**src/atop_pkg.sv**
```systemverilog
package atop_pkg;

  // Bus geometry
  localparam int unsigned ID_WIDTH   = 4;
  localparam int unsigned ADDR_WIDTH = 16;
  localparam int unsigned DATA_WIDTH = 32;
  localparam int unsigned LEN_WIDTH  = 8;

  // Downstream AWs allowed to wait for their W bursts
  localparam int unsigned MAX_WRITE_TXNS = 4;
  // Counts 0..MAX_WRITE_TXNS, all ones doubles as minus one
  localparam int unsigned CNT_WIDTH      = 3;

  // Response codes
  localparam logic [1:0] RESP_OKAY   = 2'b00;
  localparam logic [1:0] RESP_SLVERR = 2'b10;

  // Atop bit asking for an R response
  localparam int unsigned ATOP_R_RESP = 5;

  typedef logic [ID_WIDTH-1:0]     id_t;
  typedef logic [ADDR_WIDTH-1:0]   addr_t;
  typedef logic [DATA_WIDTH-1:0]   data_t;
  typedef logic [DATA_WIDTH/8-1:0] strb_t;
  typedef logic [LEN_WIDTH-1:0]    len_t;
  typedef logic [5:0]              atop_t;
  typedef logic [1:0]              resp_t;
  typedef logic [CNT_WIDTH-1:0]    cnt_t;

  // Write address, trimmed to the fields the filter cares about
  typedef struct packed {
    id_t   id;
    addr_t addr;
    len_t  len;
    atop_t atop;
  } aw_chan_t;

  typedef struct packed {
    data_t data;
    strb_t strb;
    logic  last;
  } w_chan_t;

  typedef struct packed {
    id_t   id;
    resp_t resp;
  } b_chan_t;

  typedef struct packed {
    id_t   id;
    addr_t addr;
    len_t  len;
  } ar_chan_t;

  typedef struct packed {
    id_t   id;
    data_t data;
    resp_t resp;
    logic  last;
  } r_chan_t;

  // Write side controller states
  typedef enum logic [2:0] {
    W_FEEDTHROUGH, BLOCK_AW, ABSORB_W, HOLD_B, INJECT_B, WAIT_R
  } w_state_e;

  // Read side injector states
  typedef enum logic [1:0] {
    R_FEEDTHROUGH, INJECT_R, R_HOLD
  } r_state_e;

endpackage

```
**src/atop_w_tracker.sv**
```systemverilog
`timescale 1ns/1ns

module atop_w_tracker (
  input  logic clk_i,
  input  logic rst_ni,
  input  logic aw_fire_i,
  input  logic w_last_fire_i,
  output logic aw_room_o,
  output logic w_missing_o,
  output logic w_ahead_o
);

  atop_pkg::cnt_t cnt_d, cnt_q;
  logic           uflow_d, uflow_q;

  // Up on downstream AW, down on downstream W last
  always_comb begin
    cnt_d   = cnt_q;
    uflow_d = uflow_q;
    if (aw_fire_i) begin
      cnt_d = cnt_d + atop_pkg::cnt_t'(1);
    end
    if (w_last_fire_i) begin
      cnt_d = cnt_d - atop_pkg::cnt_t'(1);
    end
    // Minus one entered from zero, left when back at zero
    if (uflow_q && (cnt_d == '0)) begin
      uflow_d = 1'b0;
    end else if ((cnt_q == '0) && (&cnt_d)) begin
      uflow_d = 1'b1;
    end
  end

  // AWs downstream still waiting for W
  assign w_missing_o = !uflow_q && (cnt_q != '0);
  // One complete W burst downstream with no AW yet
  assign w_ahead_o   = uflow_q && (&cnt_q);
  // A pending AW always fits if it pairs with a W burst already sent
  assign aw_room_o   = w_ahead_o ||
                       (cnt_q < atop_pkg::cnt_t'(atop_pkg::MAX_WRITE_TXNS));

  always_ff @(posedge clk_i, negedge rst_ni) begin
    if (!rst_ni) begin
      cnt_q   <= '0;
      uflow_q <= 1'b0;
    end else begin
      cnt_q   <= cnt_d;
      uflow_q <= uflow_d;
    end
  end

endmodule

```
**src/atop_write_ctrl.sv**
```systemverilog
`timescale 1ns/1ns

module atop_write_ctrl (
  input  logic               clk_i,
  input  logic               rst_ni,
  // Slave side
  input  atop_pkg::aw_chan_t slv_aw_i,
  input  logic               slv_aw_valid_i,
  output logic               slv_aw_ready_o,
  input  atop_pkg::w_chan_t  slv_w_i,
  input  logic               slv_w_valid_i,
  output logic               slv_w_ready_o,
  output atop_pkg::b_chan_t  slv_b_o,
  output logic               slv_b_valid_o,
  input  logic               slv_b_ready_i,
  // Master side
  output atop_pkg::aw_chan_t mst_aw_o,
  output logic               mst_aw_valid_o,
  input  logic               mst_aw_ready_i,
  output atop_pkg::w_chan_t  mst_w_o,
  output logic               mst_w_valid_o,
  input  logic               mst_w_ready_i,
  input  atop_pkg::b_chan_t  mst_b_i,
  input  logic               mst_b_valid_i,
  output logic               mst_b_ready_o,
  // Tracker status
  input  logic               aw_room_i,
  input  logic               w_missing_i,
  input  logic               w_ahead_i,
  // Read injector
  input  logic               r_busy_i,
  output logic               r_cmd_push_o,
  output atop_pkg::len_t     r_cmd_len_o,
  output atop_pkg::id_t      r_cmd_id_o
);

  atop_pkg::w_state_e state_d, state_q;
  atop_pkg::w_state_e after_w;
  atop_pkg::id_t      id_q;
  logic               aw_is_atop;
  logic               aw_absorb;
  logic               w_last_in;

  assign aw_is_atop = slv_aw_valid_i && (slv_aw_i.atop[5:4] != 2'b00);
  assign w_last_in  = slv_w_valid_i && slv_w_i.last;

  // A stalled forwarded B must finish before ours goes out
  assign after_w = (mst_b_valid_i && !slv_b_ready_i) ? atop_pkg::HOLD_B : atop_pkg::INJECT_B;

  // Payload goes straight through, atop never reaches the slave
  always_comb begin
    mst_aw_o      = slv_aw_i;
    mst_aw_o.atop = '0;
  end
  assign mst_w_o = slv_w_i;

  // R command carries the burst shape of the atomic AW
  assign r_cmd_len_o = slv_aw_i.len;
  assign r_cmd_id_o  = slv_aw_i.id;

  always_comb begin
    // Handshakes closed unless the state opens them
    mst_aw_valid_o = 1'b0;
    slv_aw_ready_o = 1'b0;
    mst_w_valid_o  = 1'b0;
    slv_w_ready_o  = 1'b0;
    // B forwarded by default
    slv_b_o        = mst_b_i;
    slv_b_valid_o  = mst_b_valid_i;
    mst_b_ready_o  = slv_b_ready_i;
    r_cmd_push_o   = 1'b0;
    aw_absorb      = 1'b0;
    state_d        = state_q;

    unique case (state_q)
      atop_pkg::W_FEEDTHROUGH: begin
        // AW out only while the in-flight limit allows
        if (aw_room_i) begin
          mst_aw_valid_o = slv_aw_valid_i;
          slv_aw_ready_o = mst_aw_ready_i;
        end
        // W out if its AW is downstream, or a plain AW is going with it
        // and no W burst is already ahead
        if (w_missing_i ||
            (slv_aw_valid_i && !aw_is_atop && !w_ahead_i)) begin
          mst_w_valid_o = slv_w_valid_i;
          slv_w_ready_o = mst_w_ready_i;
        end
        if (aw_is_atop) begin
          // Take the atomic AW here, it never goes downstream
          mst_aw_valid_o = 1'b0;
          slv_aw_ready_o = 1'b1;
          aw_absorb      = 1'b1;
          r_cmd_push_o   = slv_aw_i.atop[atop_pkg::ATOP_R_RESP];
          if (w_missing_i) begin
            // Earlier W bursts still owed downstream
            state_d = atop_pkg::BLOCK_AW;
          end else begin
            mst_w_valid_o = 1'b0;
            slv_w_ready_o = 1'b1;
            state_d       = w_last_in ? after_w : atop_pkg::ABSORB_W;
          end
        end
      end

      atop_pkg::BLOCK_AW: begin
        if (w_missing_i) begin
          // Drain W of the AWs already sent
          mst_w_valid_o = slv_w_valid_i;
          slv_w_ready_o = mst_w_ready_i;
        end else begin
          // Next W burst belongs to the atomic AW
          slv_w_ready_o = 1'b1;
          state_d       = w_last_in ? after_w : atop_pkg::ABSORB_W;
        end
      end

      atop_pkg::ABSORB_W: begin
        slv_w_ready_o = 1'b1;
        if (w_last_in) begin
          state_d = after_w;
        end
      end

      atop_pkg::HOLD_B: begin
        if (mst_b_valid_i && slv_b_ready_i) begin
          state_d = atop_pkg::INJECT_B;
        end
      end

      atop_pkg::INJECT_B: begin
        // Forwarding paused while the error B is out
        mst_b_ready_o = 1'b0;
        slv_b_o.id    = id_q;
        slv_b_o.resp  = atop_pkg::RESP_SLVERR;
        slv_b_valid_o = 1'b1;
        if (slv_b_ready_i) begin
          state_d = r_busy_i ? atop_pkg::WAIT_R : atop_pkg::W_FEEDTHROUGH;
        end
      end

      atop_pkg::WAIT_R: begin
        // Command slot must be free before the next atomic AW
        if (!r_busy_i) begin
          state_d = atop_pkg::W_FEEDTHROUGH;
        end
      end

      default: state_d = atop_pkg::W_FEEDTHROUGH;
    endcase
  end

  always_ff @(posedge clk_i, negedge rst_ni) begin
    if (!rst_ni) begin
      state_q <= atop_pkg::W_FEEDTHROUGH;
    end else begin
      state_q <= state_d;
    end
  end

  // ID of the absorbed AW, replayed on B
  always_ff @(posedge clk_i) begin
    if (aw_absorb) begin
      id_q <= slv_aw_i.id;
    end
  end

endmodule

```
**src/atop_r_inject.sv**
```systemverilog
`timescale 1ns/1ns

module atop_r_inject (
  input  logic              clk_i,
  input  logic              rst_ni,
  // Command from the write controller
  input  logic              r_cmd_push_i,
  input  atop_pkg::len_t    r_cmd_len_i,
  input  atop_pkg::id_t     r_cmd_id_i,
  // Slave side R
  output atop_pkg::r_chan_t slv_r_o,
  output logic              slv_r_valid_o,
  input  logic              slv_r_ready_i,
  // Master side R
  input  atop_pkg::r_chan_t mst_r_i,
  input  logic              mst_r_valid_i,
  output logic              mst_r_ready_o,
  output logic              r_busy_o
);

  atop_pkg::r_state_e state_d, state_q;
  atop_pkg::len_t     beats_d, beats_q;
  atop_pkg::len_t     cmd_len_q;
  atop_pkg::len_t     start_len;
  atop_pkg::id_t      cmd_id_q;
  logic               cmd_valid_d, cmd_valid_q;
  logic               cmd_pending;

  // Fresh push starts at once, no wait for the register
  assign cmd_pending = r_cmd_push_i || cmd_valid_q;
  assign start_len   = r_cmd_push_i ? r_cmd_len_i : cmd_len_q;

  assign r_busy_o = cmd_valid_q;

  always_comb begin
    // R forwarded by default
    slv_r_o       = mst_r_i;
    slv_r_valid_o = mst_r_valid_i;
    mst_r_ready_o = slv_r_ready_i;
    beats_d       = beats_q;
    cmd_valid_d   = cmd_valid_q || r_cmd_push_i;
    state_d       = state_q;

    unique case (state_q)
      atop_pkg::R_FEEDTHROUGH: begin
        if (mst_r_valid_i && !slv_r_ready_i) begin
          // Beat stalled, it has to go first
          state_d = atop_pkg::R_HOLD;
        end else if (cmd_pending) begin
          beats_d = start_len;
          state_d = atop_pkg::INJECT_R;
        end
      end

      atop_pkg::INJECT_R: begin
        // Hold downstream R back during injection
        mst_r_ready_o = 1'b0;
        slv_r_o       = '0;
        slv_r_o.id    = cmd_id_q;
        slv_r_o.resp  = atop_pkg::RESP_SLVERR;
        slv_r_o.last  = (beats_q == '0);
        slv_r_valid_o = 1'b1;
        if (slv_r_ready_i) begin
          if (beats_q == '0) begin
            // Burst done, free the command slot
            cmd_valid_d = 1'b0;
            state_d     = atop_pkg::R_FEEDTHROUGH;
          end else begin
            beats_d = beats_q - atop_pkg::len_t'(1);
          end
        end
      end

      atop_pkg::R_HOLD: begin
        if (mst_r_valid_i && slv_r_ready_i) begin
          if (cmd_pending) begin
            beats_d = start_len;
            state_d = atop_pkg::INJECT_R;
          end else begin
            state_d = atop_pkg::R_FEEDTHROUGH;
          end
        end
      end

      default: state_d = atop_pkg::R_FEEDTHROUGH;
    endcase
  end

  always_ff @(posedge clk_i, negedge rst_ni) begin
    if (!rst_ni) begin
      state_q     <= atop_pkg::R_FEEDTHROUGH;
      beats_q     <= '0;
      cmd_valid_q <= 1'b0;
    end else begin
      state_q     <= state_d;
      beats_q     <= beats_d;
      cmd_valid_q <= cmd_valid_d;
    end
  end

  // One entry command store
  always_ff @(posedge clk_i) begin
    if (r_cmd_push_i) begin
      cmd_len_q <= r_cmd_len_i;
      cmd_id_q  <= r_cmd_id_i;
    end
  end

endmodule

```
**src/atop_filter.sv**
```systemverilog
`timescale 1ns/1ns

module atop_filter (
  input  logic               clk_i,
  input  logic               rst_ni,
  // Slave side, facing the master that issues atomics
  input  atop_pkg::aw_chan_t slv_aw_i,
  input  logic               slv_aw_valid_i,
  output logic               slv_aw_ready_o,
  input  atop_pkg::w_chan_t  slv_w_i,
  input  logic               slv_w_valid_i,
  output logic               slv_w_ready_o,
  output atop_pkg::b_chan_t  slv_b_o,
  output logic               slv_b_valid_o,
  input  logic               slv_b_ready_i,
  input  atop_pkg::ar_chan_t slv_ar_i,
  input  logic               slv_ar_valid_i,
  output logic               slv_ar_ready_o,
  output atop_pkg::r_chan_t  slv_r_o,
  output logic               slv_r_valid_o,
  input  logic               slv_r_ready_i,
  // Master side, facing the slave without atomic support
  output atop_pkg::aw_chan_t mst_aw_o,
  output logic               mst_aw_valid_o,
  input  logic               mst_aw_ready_i,
  output atop_pkg::w_chan_t  mst_w_o,
  output logic               mst_w_valid_o,
  input  logic               mst_w_ready_i,
  input  atop_pkg::b_chan_t  mst_b_i,
  input  logic               mst_b_valid_i,
  output logic               mst_b_ready_o,
  output atop_pkg::ar_chan_t mst_ar_o,
  output logic               mst_ar_valid_o,
  input  logic               mst_ar_ready_i,
  input  atop_pkg::r_chan_t  mst_r_i,
  input  logic               mst_r_valid_i,
  output logic               mst_r_ready_o
);

  logic           aw_fire, w_last_fire;
  logic           aw_room, w_missing, w_ahead;
  logic           r_busy, r_cmd_push;
  atop_pkg::len_t r_cmd_len;
  atop_pkg::id_t  r_cmd_id;

  // Downstream handshakes seen by the tracker
  assign aw_fire     = mst_aw_valid_o && mst_aw_ready_i;
  assign w_last_fire = mst_w_valid_o && mst_w_ready_i && mst_w_o.last;

  atop_w_tracker i_w_tracker (
    .clk_i         (clk_i),
    .rst_ni        (rst_ni),
    .aw_fire_i     (aw_fire),
    .w_last_fire_i (w_last_fire),
    .aw_room_o     (aw_room),
    .w_missing_o   (w_missing),
    .w_ahead_o     (w_ahead)
  );

  atop_write_ctrl i_write_ctrl (
    .clk_i          (clk_i),
    .rst_ni         (rst_ni),
    .slv_aw_i       (slv_aw_i),
    .slv_aw_valid_i (slv_aw_valid_i),
    .slv_aw_ready_o (slv_aw_ready_o),
    .slv_w_i        (slv_w_i),
    .slv_w_valid_i  (slv_w_valid_i),
    .slv_w_ready_o  (slv_w_ready_o),
    .slv_b_o        (slv_b_o),
    .slv_b_valid_o  (slv_b_valid_o),
    .slv_b_ready_i  (slv_b_ready_i),
    .mst_aw_o       (mst_aw_o),
    .mst_aw_valid_o (mst_aw_valid_o),
    .mst_aw_ready_i (mst_aw_ready_i),
    .mst_w_o        (mst_w_o),
    .mst_w_valid_o  (mst_w_valid_o),
    .mst_w_ready_i  (mst_w_ready_i),
    .mst_b_i        (mst_b_i),
    .mst_b_valid_i  (mst_b_valid_i),
    .mst_b_ready_o  (mst_b_ready_o),
    .aw_room_i      (aw_room),
    .w_missing_i    (w_missing),
    .w_ahead_i      (w_ahead),
    .r_busy_i       (r_busy),
    .r_cmd_push_o   (r_cmd_push),
    .r_cmd_len_o    (r_cmd_len),
    .r_cmd_id_o     (r_cmd_id)
  );

  atop_r_inject i_r_inject (
    .clk_i         (clk_i),
    .rst_ni        (rst_ni),
    .r_cmd_push_i  (r_cmd_push),
    .r_cmd_len_i   (r_cmd_len),
    .r_cmd_id_i    (r_cmd_id),
    .slv_r_o       (slv_r_o),
    .slv_r_valid_o (slv_r_valid_o),
    .slv_r_ready_i (slv_r_ready_i),
    .mst_r_i       (mst_r_i),
    .mst_r_valid_i (mst_r_valid_i),
    .mst_r_ready_o (mst_r_ready_o),
    .r_busy_o      (r_busy)
  );

  // Reads need no filtering
  assign mst_ar_o       = slv_ar_i;
  assign mst_ar_valid_o = slv_ar_valid_i;
  assign slv_ar_ready_o = mst_ar_ready_i;

endmodule

```
**config.mk**
```make
export PLATFORM = sky130hd
export DESIGN_NAME = atop_filter
export DESIGN_NICKNAME = d
export VERILOG_FILES = /design/src/atop_pkg.sv /design/src/atop_w_tracker.sv /design/src/atop_write_ctrl.sv /design/src/atop_r_inject.sv /design/src/atop_filter.sv
export SDC_FILE = /design/constraint.sdc
export NUM_CORES = 1
export LEC_CHECK = 0
export BUFFER_PORTS_ARGS = -buffer_cell sky130_fd_sc_hd__buf_2
export CAP_MARGIN = 10
export CORE_AREA = 2 2 119 121
export CTS_CLUSTER_DIAMETER = 80
export DETAILED_ROUTE_END_ITERATION = 16
export DIE_AREA = 0 0 121 123
export GPL_TIMING_DRIVEN = 0
export MAX_ROUTING_LAYER = met4
export REMOVE_ABC_BUFFERS = 1
export SETUP_SLACK_MARGIN = 0.02
export SYNTH_ARGS = -nofsm -noshare
export SYNTH_HDL_FRONTEND = slang
export SYNTH_SLANG_ARGS = --single-unit
```
**constraint.sdc**
```tcl
create_clock -name clk_i -period 7.7 [get_ports clk_i]
set_clock_uncertainty 0.2 [all_clocks]
set_input_delay 1.155 -clock clk_i [delete_from_list [all_inputs] [get_ports clk_i]]
set_output_delay 1.155 -clock clk_i [all_outputs]
set_load 0.005 [all_outputs]
```
==> flow_summary.toml <==
[logic_synthesis]
ys_seq_area_share_pct = 28.0
synthAdderAreaFrac_pct = 2.06
synth.top_cell.area_share_pct = 24.9
synth_compound_area_share_pct = 13.4
yosysTopAreaCell = "buf_4"
synth_warnings = 0
synth_edf_count = 8
synth_area_um2 = 3040
yosys.area_share.xor_xnor_pct = 0.864
muxShareOfSynthArea_pct = 5.80
ys_async_sr_fraction_pct = 52.9
synthSimpleGateAreaFrac_pct = 22.0
syn_inst = 362
synthTopCellsByArea = "buf_4 (25%), dfrtp_1 (15%), edfxtp_1 (7.9%), and2_1 (7.4%), dfxtp_1 (5.3%)"
yosys_register_bits = 34
avgSynthCellArea_um2 = 8.40
synth_top_family_by_area = "buffers and inverters"
ys_types = 52
synthFlopType = "dfrtp_1"

[place]
post-place-ws_ns = 3.64
gp_congestion = 0.943
place_hpwl_mm = 19.1
port_buffers = 135

[grt]
grt_overflow = 0
grt_pass1_vias = 2529
grt_max_degree = 56
track_usage_pct = 28.6
grt_pass1_wl_mm = 26.1
antenna_found_initial = 4

[sta]
finalMaxSlewViolations = 0
relSlewSlack_pct = 33.0
rsz0062_at_grt = "no"
min_period_over_period_pct = 52.2
worst_slack_ns = 3.68
hold_slack_ns = 0.274
finalSetupTns_ns = 0
post-route-min-period_ns = 4.02
fmax_mhz = 249
final_hold_viol_count = 0
finalSetupViolations = 0
worstMarginPinSlew_ns = 1.00

[cells_and_area]
fin_nets = 558
mostFrequentLayoutCells = "buf_2 (135), and2_1 (36), nand2_1 (30)"
final_common_cell = "buf_2"
syn2layout_area_growth_pct = 8.35
drive_gt1_share_pct = 42.0

[route]
ant_nets = 0
drcViolationCount = 0
routed_wl_mm = 21.2
drt_iter0_markers = 188
drt_pass1_iterations = 4
wire_per_inst_um = 36.6
viasPerCell = 4.83
via_count = 2798

[worst_setup_path]
r2r-end = "i_w_tracker.uflow_q"
crit_required_ns = 6.34
rr_worst_depth = 9
startpoint = "slv_aw_valid_i"
critPathMaxFanout = 6
arrival_ns = 2.66
path_class = "in2out"
end_kind = "output pin"
start_kind = "input pin"
r2r-start = "i_write_ctrl.state_q[1]"
r2r_slack_ns = 4.59

[clock_network]
cts_tree = "built"
htreeDepth = 2
root_buffer = "clkbuf_16"
cts_setup_buffers = 0
clock-sinks = 34
clkTransAtPathRegs_ns = 0.05
clock_latency_ns = 0.28
cts_inserted_buffers = 5
postCtsHoldBufs = 0
post_cts_resized = 0
clock_path_buffers = 2

[die]
die_w_um = 121
ioPinCount = 310
start_util_pct = 22.3
num_rows = 43
die_h_um = 123
die-area_um2 = 14900
core_area_um2 = 13600

[power]
ir_drop_v = 0.0000821
power.leakage_nw = 1.58
power.total_mw = 1.16
powerDensity_nw_per_um2 = 353

[min_path]
hold_class = "reg2reg"
worst_hold_startpoint = "i_r_inject.cmd_len_q[3]"
hold_path_depth = 1
hold_path_end = "i_r_inject.cmd_len_q[3]"

[status]
status = "finished, final reports clean"

[job]
maxCapViolCount = 0
==> power breakdown <==
group	total (mW)	internal (mW)	switching, mW	leakage [nW]
sequential	0.331	0.258	0.0729	0.358
combinational	0.641	0.269	0.372	1.16
clock	0.191	0.116	0.0742	0.0663
==> Yosys cell counts (4+ instances only) <==
cell type  instances
nor2b_1           11
nand2_1           30
nor2_1             9
o21ai_0           18
o21ai_1            4
nand2b_1           7
dfrtp_1           18
and2_1            36
buf_4            101
dfxtp_1            8
a21oi_1           18
ha_1               5
nor3_1             6
and3_1             5
clkbuf_1           9
edfxtp_1           8
mux2_2            13
inv_1             10
==> cells by family after synthesis <==
| group | Yosys count |
|---|---|
| AO/OA/AOI/OAI | 63 |
| XOR/XNOR | 3 |
| adder cells (fa/ha/maj) | 5 |
| buffers and inverters | 122 |
| flip-flops | 34 |
| multiplexers | 16 |
| other | 1 |
| AND/OR/NAND/NOR | 118 |
==> worst max-delay path by stage <==
stage	endpoint	slack, ns	depth (start not counted)
finish	slv_w_ready_o	3.68	6
global route	slv_w_ready_o	3.50	6
CTS	slv_w_ready_o	3.64	6
detailed placement	slv_w_ready_o	3.64	6
global placement	slv_w_ready_o	3.65	6
floorplan	slv_w_ready_o	4.29	4
==> metrics by stage <==
step	instance area, µm²	util (%)	instances
2_1_floorplan	2250	-	255
3_3_place_gp	3150	23.2	570
3_5_place_dp	3160	23.2	570
4_1_cts	3290	24.2	578
5_1_grt	3290	24.2	579
6_report	3290	24.2	579
==> state kept, by name, summed over array words and instances (netlist names) <==
signal / count
i_r_inject.cmd_id_q: 4
i_w_tracker.uflow_q: 1
i_w_tracker.cnt_q: 3
i_r_inject.beats_q: 8
i_write_ctrl.state_q: 3
i_write_ctrl.id_q: 4
i_r_inject.cmd_len_q: 8
i_r_inject.r_busy_o: 1
i_r_inject.state_q: 2
==> worst max-delay path: stages <==
cell     delay [ns]
buf_2          0.09
nor4b_4        0.35
nor2b_1        0.57
a21oi_1        0.22
o21ai_0        0.13
buf_2          0.14
==> cell type report <==
| class | instances | area (µm²) |
|---|---|---|
| multi-input combinational | 211 | 1370 |
| inverter | 10 | 37.5 |
| fill | 1510 | 10300 |
| tap | 180 | 225 |
| clock inverter | 3 | 11.3 |
| sequential | 34 | 851 |
| timing repair buffer | 135 | 676 |
| clock buffer | 5 | 125 |
| antenna | 1 | 2.50 |
==> metal layers <==
layer | routed length [µm] | vias to the layer above | track usage (%)
li1 | - | 1186 | -
met1 | 5990 | 1268 | 23.6
met2 | 9770 | 318 | 45.2
met3 | 4640 | 26 | 27.5
met4 | 776 | 0 | 8.87
met5 | 0 | - | -
Note: power is estimated with default switching activity, not from simulation.
